## src/include/mem_settings.svh

```systemverilog
`ifndef MEM_SETTINGS_SVH
`define MEM_SETTINGS_SVH

// one cache line as moved between the ports and the store
`define MEM_LINE_W 256

// line address, the byte offset is already stripped
`define MEM_TAG_W 27

// number of lines in the backing store, indexed by the low tag bits
`define MEM_STORE_DEPTH 16

// cycles from a sampled store request to its response, at least 2
`define MEM_STORE_LAT 4

// number of random operations issued by the testbench
`define MEM_TB_NUM_OPS 200

`endif

```

## src/mem_pkg.sv

```systemverilog
`include "mem_settings.svh"

package mem_pkg;

  typedef logic [`MEM_LINE_W-1:0] mem_line_t;
  typedef logic [`MEM_TAG_W-1:0] mem_tag_t;

  // store index, taken from the low bits of a tag
  typedef logic [$clog2(`MEM_STORE_DEPTH)-1:0] mem_index_t;

  typedef enum logic {
    ARB_IDLE,
    ARB_WAIT
  } arb_state_t;

  typedef enum logic [1:0] {
    LB_READY,
    LB_HIT,
    LB_FORWARD,
    LB_DONE
  } lb_state_t;

  typedef enum logic [1:0] {
    ST_IDLE,
    ST_BUSY,
    ST_RESP
  } store_state_t;

endpackage

```

## src/line_buffer.sv

```systemverilog
module line_buffer (
  input  logic               clk,
  input  logic               rst,
  input  mem_pkg::mem_tag_t  tag_i,
  input  logic               read_i,
  input  logic               write_i,
  input  mem_pkg::mem_line_t wline_i,
  output mem_pkg::mem_line_t rline_o,
  output logic               resp_o,
  output mem_pkg::mem_tag_t  req_tag_o,
  output logic               req_read_o,
  output logic               req_write_o,
  output mem_pkg::mem_line_t req_line_o,
  input  logic               arb_resp_i,
  input  mem_pkg::mem_line_t arb_line_i
);
  import mem_pkg::*;

  lb_state_t state;
  lb_state_t state_next;

  // the single buffered line
  logic      valid_q;
  mem_tag_t  tag_q;
  mem_line_t line_q;

  logic hit;
  logic accept_fwd;
  logic fwd_done;

  assign hit = valid_q && (tag_q == tag_i);

  always_comb begin
    state_next = state;
    unique case (state)
      LB_READY: begin
        if (write_i) begin
          state_next = LB_FORWARD;
        end else if (read_i && hit) begin
          state_next = LB_HIT;
        end else if (read_i) begin
          state_next = LB_FORWARD;
        end
      end
      LB_HIT: begin
        state_next = LB_DONE;
      end
      LB_FORWARD: begin
        if (arb_resp_i) begin
          state_next = LB_DONE;
        end
      end
      // client drops its level on the edge after resp
      LB_DONE: begin
        state_next = LB_READY;
      end
      default: begin
        state_next = LB_READY;
      end
    endcase
  end

  assign accept_fwd = (state == LB_READY) && (state_next == LB_FORWARD);
  assign fwd_done   = (state == LB_FORWARD) && arb_resp_i;

  always_ff @(posedge clk) begin
    if (rst) begin
      state       <= LB_READY;
      valid_q     <= 1'b0;
      req_read_o  <= 1'b0;
      req_write_o <= 1'b0;
    end else begin
      state <= state_next;
      if (accept_fwd) begin
        req_read_o  <= !write_i;
        req_write_o <= write_i;
      end else if (fwd_done) begin
        req_read_o  <= 1'b0;
        req_write_o <= 1'b0;
        valid_q     <= 1'b1;
      end
    end
  end

  always_ff @(posedge clk) begin
    if (accept_fwd) begin
      req_tag_o  <= tag_i;
      req_line_o <= wline_i;
    end
    // a finished transfer refills the buffer, writes keep their own data
    if (fwd_done) begin
      tag_q  <= req_tag_o;
      line_q <= req_write_o ? req_line_o : arb_line_i;
    end
  end

  assign resp_o  = (state == LB_HIT) || fwd_done;
  assign rline_o = (state == LB_FORWARD) ? arb_line_i : line_q;

endmodule

```

## config.mk

```make
export PLATFORM = sky130hd
export DESIGN_NAME = line_buffer
export DESIGN_NICKNAME = d
export VERILOG_FILES = /design/src/mem_pkg.sv /design/src/line_buffer.sv
export VERILOG_INCLUDE_DIRS = /design/src /design/src/include
export SDC_FILE = /design/constraint.sdc
export NUM_CORES = 1
export LEC_CHECK = 0
export BUFFER_PORTS_ARGS = -buffer_cell sky130_fd_sc_hd__buf_2
export CAP_MARGIN = 20
export CELL_PAD_IN_SITES_DETAIL_PLACEMENT = 1
export CELL_PAD_IN_SITES_GLOBAL_PLACEMENT = 1
export CORE_AREA = 2 2 428 430
export CTS_CLUSTER_DIAMETER = 50
export DETAILED_ROUTE_END_ITERATION = 7
export DIE_AREA = 0 0 430 432
export PLACE_DENSITY_LB_ADDON = 0.15
export SYNTH_ARGS = -nofsm -noshare
export SYNTH_HDL_FRONTEND = slang
export SYNTH_SLANG_ARGS = --single-unit
```

## constraint.sdc

```tcl
create_clock -name clk -period 10.1 [get_ports clk]
set_input_delay 2.02 -clock clk [delete_from_list [all_inputs] [get_ports clk]]
set_output_delay 2.02 -clock clk [all_outputs]
set_load 0.005 [all_outputs]
```

# After elaboration in Yosys (flattened, before gate mapping)
# Index checks and enable logic that the tools add are counted.
word_totals:
  reg_bits: 571
  output_inout_bits: 542
  word_cells: 33
classes:
  reduce_logical: 9
  bitwise_logic: 1
  n_eq_ne: 5
  muxes: 10
op_table:
  columns: ["cell", "n"]
  rows:
  - ["two-way mux 256 bit", 2]
  - ["equality test 27 bit", 1]
  - ["two-way mux 2 bit", 4]
  - ["one-hot mux 2 bit (4 select lines)", 1]
  - ["equality test 2 bit, second input constant", 3]
  - ["logical AND 1 bit", 4]
  - ["two-way mux 1 bit", 3]
  - ["equality test 2 x 1 -> 1 bit, second input constant", 1]
  - ["zero test 2 bit", 1]
  - ["AND reduction 2 bit", 1]
  - ["nonzero test 2 bit", 1]
  - ["zero test 1 bit", 1]
  - ["logical OR 1 bit", 1]
  - ["inverter 1 bit", 1]

# Depth between registers and ports, before layout
logic_depth:
  word_depth: 10
  ltp_mapped: 8
  depth_no_buf: 7

# Worst setup path before layout
# OpenSTA, ideal clock, no wires.
synth_path:
  path_type: "input to register"
  start: "input tag_i[2]"
  end: "register req_line_o[0], enable pin"
  required_ps: 9429
  t_arrival_ps: 8788
  stages: 5
  setup_slack_ps: 641
  setup_time_ps: 671
  n_path_buf: 0
  path_cell_list: "xnor2_1 > nand4_1 > or4_4 > o32a_4 > o21a_1"
synth_between:
  elab_chain_cells: 8
synth_lines:
  columns: ["element", "line_no", "rtl"]
  rows:
  - ["start, declared", "line_buffer.sv:4", "input mem_pkg::mem_tag_t tag_i,"]
  - ["equality test 27 bit", "line_buffer.sv:31", "assign hit = valid_q && (tag_q == tag_i);"]
  - ["logical AND 1 bit", "line_buffer.sv:31", null]
  - ["logical AND 1 bit", "line_buffer.sv:39", "end else if (read_i && hit) begin"]
  - ["two-way mux 2 bit", "line_buffer.sv:39", null]
  - ["two-way mux 2 bit", "line_buffer.sv:37", "if (write_i) begin"]
  - ["one-hot mux 2 bit (4 select lines)", "line_buffer.sv:35", "unique case (state)"]
  - ["equality test 2 bit", "line_buffer.sv:63", "assign accept_fwd = (state == LB_READY) && (state_next == LB_FORWARD);"]
  - ["logical AND 1 bit", "line_buffer.sv:63", null]
  - ["via accept_fwd", "line_buffer.sv:28", "logic accept_fwd;"]
  - ["end signal, assigned", "line_buffer.sv:88", "req_line_o <= wline_i;"]
  - ["end, declared", "line_buffer.sv:13", "output mem_pkg::mem_line_t req_line_o,"]
# The timed path passes the listed nets, and every way through them passes these cells.
# A chain may end at the register's enable or synchronous reset.

# Final worst setup path
layout_path:
  start: "register state[0]"
  end: "output rline_o[124]"
layout_between:
  elab_chain_cells: 2
layout_lines:
  columns: ["element", "line_no", "rtl"]
  rows:
  - ["start, declared", "line_buffer.sv:19", "lb_state_t state;"]
  - ["start signal, assigned", "line_buffer.sv:73", "state <= state_next;"]
  - ["equality test 2 bit", "line_buffer.sv:98", "assign rline_o = (state == LB_FORWARD) ? arb_line_i : line_q;"]
  - ["two-way mux 256 bit", "line_buffer.sv:98", null]
  - ["end, declared", "line_buffer.sv:8", "output mem_pkg::mem_line_t rline_o,"]
# No other way between the ends.

==> results.json <==
{
  "clkSlewWorstSetupHoldPaths_ns": 0.05,
  "crit_chain": "inv_1 -> ha_4 -> buf_4 -> buf_12 -> mux2_2 -> buf_2",
  "cts_tree": "yes",
  "syn_nets": 1757,
  "fin_nets": 2902,
  "r2r-end": "req_line_o[196]$_DFFE_PP_",
  "final_util": 0.197,
  "drv_cap": 0,
  "crit_cells": 6,
  "post-cts-setup-buffers": 0,
  "cts_buffers": 107,
  "cpLargestDelayFamily": "buffers and inverters",
  "synth_top_cell_by_area": "edfxtp_1",
  "synth.cell_area_um2": 23600,
  "clock_sinks": 571,
  "finalPower_w": 0.00825,
  "dp_hpwl_mm": 88.3,
  "worst_slew_pin_slew_ns": 1.26,
  "clk_latency_ns": 0.73,
  "wire_per_inst_um": 23.7,
  "viasPerCell": 3.37,
  "drive_above_1_share": 0.732,
  "seq_area_frac_synth": 0.724,
  "setup_viol": 0,
  "gp_congestion": 0.807,
  "critPathKind": "reg -> out",
  "ios": 1086,
  "antenna_found_initial": 71,
  "cts_resized": 0,
  "layout_commonest_cell": "buf_2",
  "dp_cells": 4631,
  "relSlewSlack": 0.161,
  "reg2reg_depth": 6,
  "cellLeakagePower_nw": 13.6,
  "fin_crit_sh": 0.553,
  "power.density_nw_per_um2": 231,
  "r2r_setup_slack_ns": 6.75,
  "fin_skew_ns": 0.0394,
  "fmax_mhz": 179,
  "cts_hold_buffers": 0,
  "peakVddDrop_v": 0.000123,
  "synth_area_leaders": "edfxtp_1, mux2_2, clkbuf_1",
  "r2r-start": "tag_q[9]$_DFFE_PP_",
  "critPathArrivalTime_ns": 3.56,
  "grt_first_pass_wirelength_mm": 154,
  "place.port_buffers": 1085,
  "synth_cells": 1210,
  "start_util": 0.130,
  "layout_common_cells": "buf_2, edfxtp_1, mux2_2",
  "ys_types": 29,
  "min_path_type": "reg -> reg",
  "outcome": "completed",
  "grt_use_total": 0.119,
  "critPathBufInv": 4,
  "rsz0062_at_grt": "false",
  "wl_mm": 115,
  "grt_pass1_vias": 18211,
  "die_y_um": 432,
  "finalHoldViolCount": 0,
  "drtIter0Drc": 717,
  "cp-endpoint": "rline_o[124]",
  "drc": 0,
  "grt_max_degree": 119,
  "yosysWarnings": 0,
  "synthToLayoutAreaGrowth_pct": 51.3,
  "avgSynthCellArea_um2": 19.5,
  "holdWs_ns": 0.445,
  "startpoint": "state[0]$_SDFF_PP0_",
  "start_kind": "register",
  "root_buffer": "clkbuf_16",
  "ys_seq_elements": 571,
  "die_w_um": 430,
  "fp.coreArea_um2": 182000,
  "critPathMaxFanout": 103,
  "ant_nets": 0,
  "die_area_um2": 186000,
  "fin_cells": 4845,
  "clock_path_buffers": 3,
  "synth_top_area_share": 0.720,
  "end_kind": "output port",
  "crit_path_top_delay_cell": "ha_4",
  "cts_max_level": 3,
  "fin_crit_ns": 5.58,
  "critPathMaxStageDelay_ns": 0.54,
  "vias": 16350,
  "cp.required_ns": 8.08,
  "overflow": 0,
  "tns_ns": 0,
  "slew_viol_final": 0,
  "firstDrtPassIters": 4,
  "rows": 157
}
final cells by class:
class | instances | area [um2]
sequential | 571 | 17100
clock buffer | 118 | 2740
antenna | 13 | 32.5
timing repair buffer | 1095 | 5590
multi-input combinational | 576 | 6290
fill | 20259 | 146000
inverter | 4 | 22.5
clock inverter | 83 | 948
tap | 2385 | 2980
where the power goes:
group          internal [W]  leakage, nW  switching, W
Combinational      0.000637         6.43      0.000738
Clock               0.00233         1.75       0.00139
Sequential          0.00299         5.42      0.000165
Yosys cell counts (all sizes together):
library cell and instances:
nor4 2, xnor2 19, or4 1, xor2 8
or2 1, nand2 4, buf 5, a31oi 1
o31ai 1, o32a 1, ha 3, o21ai 2
nor3 1, inv 4, a22oi 1, clkbuf 54
nand4 5, dfxtp 5, a21oi 3, o21a 2
edfxtp 566, nand2b 2, a211o 1, o221a 1
mux2 512, nor2 2, o211ai 1, o41ai 2
metal layers:
metal	track usage	wire, um	share of wire
met1	0.119	39200	0.34
met2	0.227	63400	0.55
met3	0.0402	8900	0.078
met4	0.0370	2910	0.025
met5	0	265	0.0023
worst min-delay path by stage:
stage	startpoint	end	slack, ns	cells past startpoint
floorplan	req_tag_o[0]$_DFFE_PP_	tag_q[0]$_DFFE_PP_	0.45	0
global placement	req_tag_o[20]$_DFFE_PP_	tag_q[20]$_DFFE_PP_	0.44	0
detailed placement	req_tag_o[14]$_DFFE_PP_	tag_q[14]$_DFFE_PP_	0.44	0
CTS	req_tag_o[14]$_DFFE_PP_	tag_q[14]$_DFFE_PP_	0.45	0
global route	req_tag_o[11]$_DFFE_PP_	tag_q[11]$_DFFE_PP_	0.45	0
finish	req_tag_o[14]$_DFFE_PP_	tag_q[14]$_DFFE_PP_	0.44	0
registers in the layout (all words and copies together) (netlist names):
name and flops:
req_read_o 1, valid_q 1, req_tag_o 27, req_write_o 1
tag_q 27, state 2, line_q 256, req_line_o 256
per-stage QoR:
step	cell area (um2)	worst slack, ns
2_1_floorplan	23600	0.641
3_3_place_gp	32000	5.13
3_5_place_dp	32000	5.10
4_1_cts	35700	4.37
5_1_grt	35700	4.28
6_report	35700	4.52
logic make-up (layout without fill, tap and decap cells):
family | count (synthesis) | after routing | share of synthesized area
muxes | 512 | 512 | 0.244
other | 0 | 13 | 0
buffers and inverters | 63 | 1300 | 0.0100
and+or+nand+nor | 18 | 18 | 0.00429
AOI/OAI and AO/OA | 16 | 16 | 0.00546
DFF | 571 | 571 | 0.724
adders and majority gates | 3 | 3 | 0.00159
xor gates and xnor gates | 27 | 27 | 0.0100
Note: power is estimated with default switching activity, not from simulation.
