$ cat src/include/mem_settings.svh
`ifndef MEM_SETTINGS_SVH
`define MEM_SETTINGS_SVH

// one cache line as moved between the ports and the store
`define MEM_LINE_W 256

// line address, the byte offset is already stripped
`define MEM_TAG_W 27

// number of lines in the backing store, indexed by the low tag bits
`define MEM_STORE_DEPTH 16

// cycles from a sampled store request to its response, at least 2
`define MEM_STORE_LAT 4

// number of random operations issued by the testbench
`define MEM_TB_NUM_OPS 200

`endif

$ cat src/mem_pkg.sv
`include "mem_settings.svh"

package mem_pkg;

  typedef logic [`MEM_LINE_W-1:0] mem_line_t;
  typedef logic [`MEM_TAG_W-1:0] mem_tag_t;

  // store index, taken from the low bits of a tag
  typedef logic [$clog2(`MEM_STORE_DEPTH)-1:0] mem_index_t;

  typedef enum logic {
    ARB_IDLE,
    ARB_WAIT
  } arb_state_t;

  typedef enum logic [1:0] {
    LB_READY,
    LB_HIT,
    LB_FORWARD,
    LB_DONE
  } lb_state_t;

  typedef enum logic [1:0] {
    ST_IDLE,
    ST_BUSY,
    ST_RESP
  } store_state_t;

endpackage

$ cat src/l2_arbiter.sv
module l2_arbiter (
  input  logic               clk,
  input  logic               rst,
  input  mem_pkg::mem_tag_t  inst_tag_i,
  input  logic               inst_read_i,
  input  logic               inst_write_i,
  input  mem_pkg::mem_line_t inst_line_i,
  input  mem_pkg::mem_tag_t  data_tag_i,
  input  logic               data_read_i,
  input  logic               data_write_i,
  input  mem_pkg::mem_line_t data_line_i,
  output mem_pkg::mem_line_t inst_line_o,
  output logic               inst_resp_o,
  output mem_pkg::mem_line_t data_line_o,
  output logic               data_resp_o,
  input  logic               mem_resp_i,
  input  mem_pkg::mem_line_t mem_line_i,
  output mem_pkg::mem_line_t mem_line_o,
  output logic               mem_read_o,
  output logic               mem_write_o,
  output mem_pkg::mem_tag_t  mem_tag_o
);
  import mem_pkg::*;

  arb_state_t state;
  arb_state_t state_next;

  logic inst_req;
  logic data_req;
  logic grant;
  // 1 while the instruction port owns the store
  logic owner_inst;
  logic resp_hit;

  assign inst_req = inst_read_i || inst_write_i;
  assign data_req = data_read_i || data_write_i;
  assign grant    = (state == ARB_IDLE) && (inst_req || data_req);
  assign resp_hit = (state == ARB_WAIT) && mem_resp_i;

  always_comb begin
    state_next = state;
    unique case (state)
      ARB_IDLE: begin
        if (inst_req || data_req) begin
          state_next = ARB_WAIT;
        end
      end
      ARB_WAIT: begin
        if (mem_resp_i) begin
          state_next = ARB_IDLE;
        end
      end
      default: begin
        state_next = ARB_IDLE;
      end
    endcase
  end

  always_ff @(posedge clk) begin
    if (rst) begin
      state       <= ARB_IDLE;
      owner_inst  <= 1'b0;
      mem_read_o  <= 1'b0;
      mem_write_o <= 1'b0;
    end else begin
      state <= state_next;
      // instruction side wins a tie
      if (grant) begin
        owner_inst  <= inst_req;
        mem_read_o  <= inst_req ? inst_read_i : data_read_i;
        mem_write_o <= inst_req ? inst_write_i : data_write_i;
      end else if (resp_hit) begin
        mem_read_o  <= 1'b0;
        mem_write_o <= 1'b0;
      end
    end
  end

  always_ff @(posedge clk) begin
    if (grant) begin
      mem_tag_o  <= inst_req ? inst_tag_i : data_tag_i;
      mem_line_o <= inst_req ? inst_line_i : data_line_i;
    end
  end

  // only the owner sees the store's answer
  assign inst_resp_o = resp_hit && owner_inst;
  assign data_resp_o = resp_hit && !owner_inst;
  assign inst_line_o = (state == ARB_WAIT && owner_inst) ? mem_line_i : '0;
  assign data_line_o = (state == ARB_WAIT && !owner_inst) ? mem_line_i : '0;

endmodule

$ cat config.mk
export PLATFORM = sky130hd
export DESIGN_NAME = l2_arbiter
export DESIGN_NICKNAME = d
export VERILOG_FILES = /design/src/mem_pkg.sv /design/src/l2_arbiter.sv
export VERILOG_INCLUDE_DIRS = /design/src /design/src/include
export SDC_FILE = /design/constraint.sdc
export NUM_CORES = 1
export LEC_CHECK = 0
export ABC_AREA = 1
export ABC_CLOCK_PERIOD_IN_PS = 10300
export BUFFER_PORTS_ARGS = -buffer_cell sky130_fd_sc_hd__buf_2
export CORE_AREA = 2 2 631 633
export CTS_BUF_LIST = sky130_fd_sc_hd__clkbuf_8
export CTS_CLUSTER_SIZE = 16
export DETAILED_ROUTE_END_ITERATION = 7
export DIE_AREA = 0 0 633 635
export MAX_ROUTING_LAYER = met4
export PLACE_DENSITY_LB_ADDON = 0.08
export SYNTH_ARGS = -nofsm -noshare
export SYNTH_HDL_FRONTEND = slang
export SYNTH_SLANG_ARGS = --single-unit
$ cat constraint.sdc
create_clock -name clk -period 10.3 [get_ports clk]
set_clock_uncertainty 0.05 [all_clocks]
set_input_delay 2.06 -clock clk [delete_from_list [all_inputs] [get_ports clk]]
set_output_delay 2.06 -clock clk [all_outputs]
set_load 0.02 [all_outputs]
---- Yosys cells after proc, flatten, opt, wreduce, memory -nomap -nowiden ----
Index checks and enable logic that the tools add are counted.
storage, ports and cells
  register bits after elaboration ......... 287
  input port bits ......................... 829
cells by class
  mux-type cells .......................... 12
  bitwise logic cells ..................... 1
  reductions and logical operators ........ 11
operator list
  cell                 number
  $mux W256            3
  $mux W27             1
  $mux W1              7
  $logic_and A1 B1 Y1  6
  $logic_or A1 B1 Y1   3
  $pmux W1 S2          1
  $reduce_bool A2 Y1   1
  $logic_not A1 Y1     1
  $not A1 Y1           1

---- Longest topological paths before layout ----
  depth after elaboration ................. 4
  gate-level depth with buffers ........... 6

---- Worst setup path after synthesis ----
Ideal clock, no wire load.
  kind .................................... input to register
  from .................................... in inst_write_i
  to ...................................... reg mem_line_o[0] (enable)
  setup time .............................. 0.634 ns
  arrival time ............................ 7.810 ns
  path slack .............................. 1.807 ns
  cell stages on the path ................. 4
  path buffers ............................ 0
  path through ............................ nor2_1 nand2_1 nand2_1 inv_1
between the ends
  longest elaborated chain between the ends .. 3
ends and longest elaborated chain
  item                    RTL line          text
  start: declaration      l2_arbiter.sv:6   input logic inst_write_i,
  $logic_or A1 B1 Y1      l2_arbiter.sv:35  assign inst_req = inst_read_i || inst_write_i;
  $logic_or A1 B1 Y1      l2_arbiter.sv:37  assign grant = (state == ARB_IDLE) && (inst_req || data_req);
  $logic_and A1 B1 Y1     l2_arbiter.sv:37
  named net grant         l2_arbiter.sv:30  logic grant;
  end signal: assignment  l2_arbiter.sv:82  mem_line_o <= inst_req ? inst_line_i : data_line_i;
  end: declaration        l2_arbiter.sv:18  output mem_pkg::mem_line_t mem_line_o,
The timed path passes the listed nets, and every way through them passes these cells.
A chain may end at the register's enable or synchronous reset.

---- Final worst setup path ----
  from .................................... reg state
  to ...................................... out data_line_o[14]
between the ends
  longest elaborated chain between the ends .. 2
ends and longest elaborated chain
  item                      RTL line          text
  start: declaration        l2_arbiter.sv:25  arb_state_t state;
  start signal: assignment  l2_arbiter.sv:66  state <= state_next;
  $logic_and A1 B1 Y1       l2_arbiter.sv:90  assign data_line_o = (state == ARB_WAIT && !owner_inst) ? mem_line_i : '0;
  $mux W256                 l2_arbiter.sv:90
  end: declaration          l2_arbiter.sv:14  output mem_pkg::mem_line_t data_line_o,
Every way passes these cells.

==> summary.txt <==
Outcome
  • Outcome: finished clean

Power and ir drop
  • Sw Pwr: 1.687 mW
  • VDD IR max: 0.00007006 V
  • Clock Power Share: 0.339
  • Pwr Density: 129.7 mW/mm^2
  • Sequential share of power: 0.355
  • Leakage: 15.94 nW
  • Int Power: 2.446 mW
  • Sw Ratio: 0.4083
  • Comb power frac: 0.306

Global route
  • Overall Global Routing Usage: 0.1058
  • Largest net degree at the start of global routing: 123
  • Initial antenna violation count: 118
  • Vias in the first global route: 21260
  • First-pass GRT wire length: 263.0 mm
  • Overflow left after global routing: 0

Detailed routing
  • Post-Route WL: 215.1 mm
  • Routed len/inst: 23.94 um
  • DR DRC count: 0
  • Via Count: 20260
  • Post-DRT Antenna Nets: 0
  • Drt first pass iters: 5
  • Via/cell ratio: 2.255
  • 1st-iter DRT viols: 865

Critical path
  • CP Cell Sequence: inv_2, or2_4, buf_12, buf_4, nor2_1, buf_2
  • Required @ worst endpoint: 8.19 ns
  • Setup crit end kind: output port
  • FF-to-FF Start: state$_SDFF_PP0_
  • Crit Path Category: flip-flop to output port
  • Slowest stage delay, CP: 0.78 ns
  • Reg2reg setup slack: 7.62 ns
  • Worst reg2reg endpoint: mem_tag_o[23]$_DFFE_PP_
  • Worst R2R Path Depth: 5
  • Slowest cell on crit path: buf_4
  • Crit path DAT: 3.77 ns
  • Worst setup SP type: flip-flop
  • Crit-path max FO: 46

Timing
  • Slew @ Worst Pin: 1.070 ns
  • Post-route clock period utilization: 0.5707
  • Setup TNS: 0 ns
  • Min Clock Period, post-route: 5.879 ns
  • WHS: 0.4775 ns
  • RSZ-0062 raised after global routing: false
  • Fmax: 170.1 MHz
  • Slew margin rel.: 0.2867
  • Slew Limit Fails: 0
  • Final setup viols: 0
  • Final hold vios: 0

Floorplan
  • IO Count: 1628
  • DIE HEIGHT: 635 um
  • Die width: 633 um
  • Core Region: 0.3948 mm^2
  • Starting density of the core: 0.04147
  • FP Rows: 231
  • Area of the die: 0.4020 mm^2

Synthesis
  • Sequential share of the synthesized area: 0.5239
  • Synth top area cells: edfxtp_1, nand2_1, nor2_1, nor2_4, inv_1
  • Gate Count Post-Synth: 2054
  • Netlist Area Pre-Place: 0.01637 mm^2
  • Synth Register Bits: 287
  • Synth top area share: 0.5190
  • Yosys top cell by area: edfxtp_1
  • Syn. warnings: 0
  • Synth Net Count: 2883
  • Unique cell type count in the Yosys netlist: 16
  • Mean post-synth cell area: 7.972 um^2

Cells and area
  • Fin nets: 4485
  • Share of cells above drive strength 1: 0.4993
  • Storage cell area: 0.008578 mm^2
  • Area Overhead vs Synth: 94.59%
  • Area occupied by multi-input gates: 0.006006 mm^2
  • Number of fill cells: 46950
  • Most common cell after layout, fill and taps aside: buf_2
  • Final design utilization: 0.08070
  • Most frequent cells in the layout: buf_2, nand2_1, nor2_1

Placed design
  • Port Buffers: 1627
  • GP Congestion: 0.8830
  • Dpl hpwl: 189.4 mm

Clock network
  • TritonCTS Buffers: 71
  • Clk sinks: 287
  • Clk_lat worst skew: 0.71 ns
  • CTS root buf: clkbuf_8
  • CTS tree: built
  • Post-CTS resize count: 0
  • Number of post-CTS setup repair buffers: 0
  • Clock Tree Buf Depth: 3
  • H-Tree Depth: 3
  • # hold bufs at CTS: 0
  • Register clock-pin slew on the reported worst setup and hold paths: 0.05 ns

Job
  • Max cap viols: 0

Hold path
  • Hold Path Sink: owner_inst$_SDFFE_PP0P_
  • Worst hold path class: flip-flop to flip-flop
  • Hold Path Origin: owner_inst$_SDFFE_PP0P_
  • Hold-critical path depth: 2
flip-flops by register name (all words and copies together), names as in the netlist:
| signal | cells |
|---|---|
| mem_write_o | 1 |
| state | 1 |
| mem_read_o | 1 |
| mem_line_o | 256 |
| mem_tag_o | 27 |
| owner_inst | 1 |
worst max-delay path by stage:
stage                           from                       to  slack, ns  cells past startpoint
finish              state$_SDFF_PP0_          data_line_o[14]       4.42                      6
detailed placement    mem_line_i[14]          data_line_o[14]       4.86                      4
global placement      mem_line_i[14]          data_line_o[14]       4.85                      4
floorplan               inst_write_i  mem_line_o[0]$_DFFE_PP_       1.81                      4
CTS                 state$_SDFF_PP0_          data_line_o[14]       4.08                      6
global route        state$_SDFF_PP0_          data_line_o[14]       4.05                      6
Yosys cell counts:
cell	instances
a21oi_1	4
buf_12	10
buf_2	61
buf_6	18
clkbuf_1	30
dfxtp_1	4
edfxtp_1	283
inv_1	261
inv_2	2
nand2_1	859
nand3_1	4
nor2_1	406
nor2_2	10
nor2_4	100
o21ai_0	1
or2_1	1
worst max-delay path: cells and delay by family (launching register included):
family,cells,cell delay (ns)
buffers and inverters,4,1.51
AND/OR/NAND/NOR,2,0.95
flip-flops,1,0.38
per-layer routing:
layer,share of wire,routed length [um],GRT usage,vias to the layer above
li1,-,-,-,9390
met1,0.31,67480,0.09168,9587
met5,0,0,-,-
met3,0.078,16740,0.03411,235
met4,0.016,3487,0.01493,0
met2,0.59,127400,0.2193,1045
per-stage QoR:
step                      cells  setup slack [ns]  cell area [um^2]  total power [mW]
after floorplan            2054             1.807             16370             2.060
after global placement     8825             4.849             30500             2.873
after detailed placement   8825             4.857             30500             2.855
after CTS                  8953             4.076             31790             4.371
after global routing       8972             4.052             31830             4.417
final                      8984             4.421             31860             4.133
cell families (layout without fill, tap and decap cells):
logic type	Yosys count	in the layout	share of synthesized area
and+or+nand+nor	1380	1380	0.3642
buffers and inverters	382	2039	0.1104
DFF	287	287	0.5239
AOI/OAI and AO/OA	5	5	0.001528
other	0	31	0
power by group through the flow:
| stage | Clock [mW] | Combinational, mW | Sequential (mW) |
|---|---|---|---|
| after floorplan | 0 | 0.421 | 1.64 |
| after global placement | 0 | 1.37 | 1.50 |
| after detailed placement | 0 | 1.36 | 1.50 |
| after CTS | 1.53 | 1.36 | 1.48 |
| after global routing | 1.55 | 1.38 | 1.48 |
| final | 1.40 | 1.26 | 1.47 |
area by class of cell:
| cell class | instances | area share |
|---|---|---|
| Inverter | 263 | 0.03145 |
| Clock buffer | 74 | 0.03196 |
| Timing Repair Buffer | 1648 | 0.2621 |
| Antenna cell | 31 | 0.002435 |
| Clock inverter | 54 | 0.008521 |
| Multi-Input combinational cell | 1385 | 0.1885 |
| Tap cell | 5242 | 0.2058 |
| Sequential cell | 287 | 0.2692 |
Note: power is estimated with default switching activity, not from simulation.
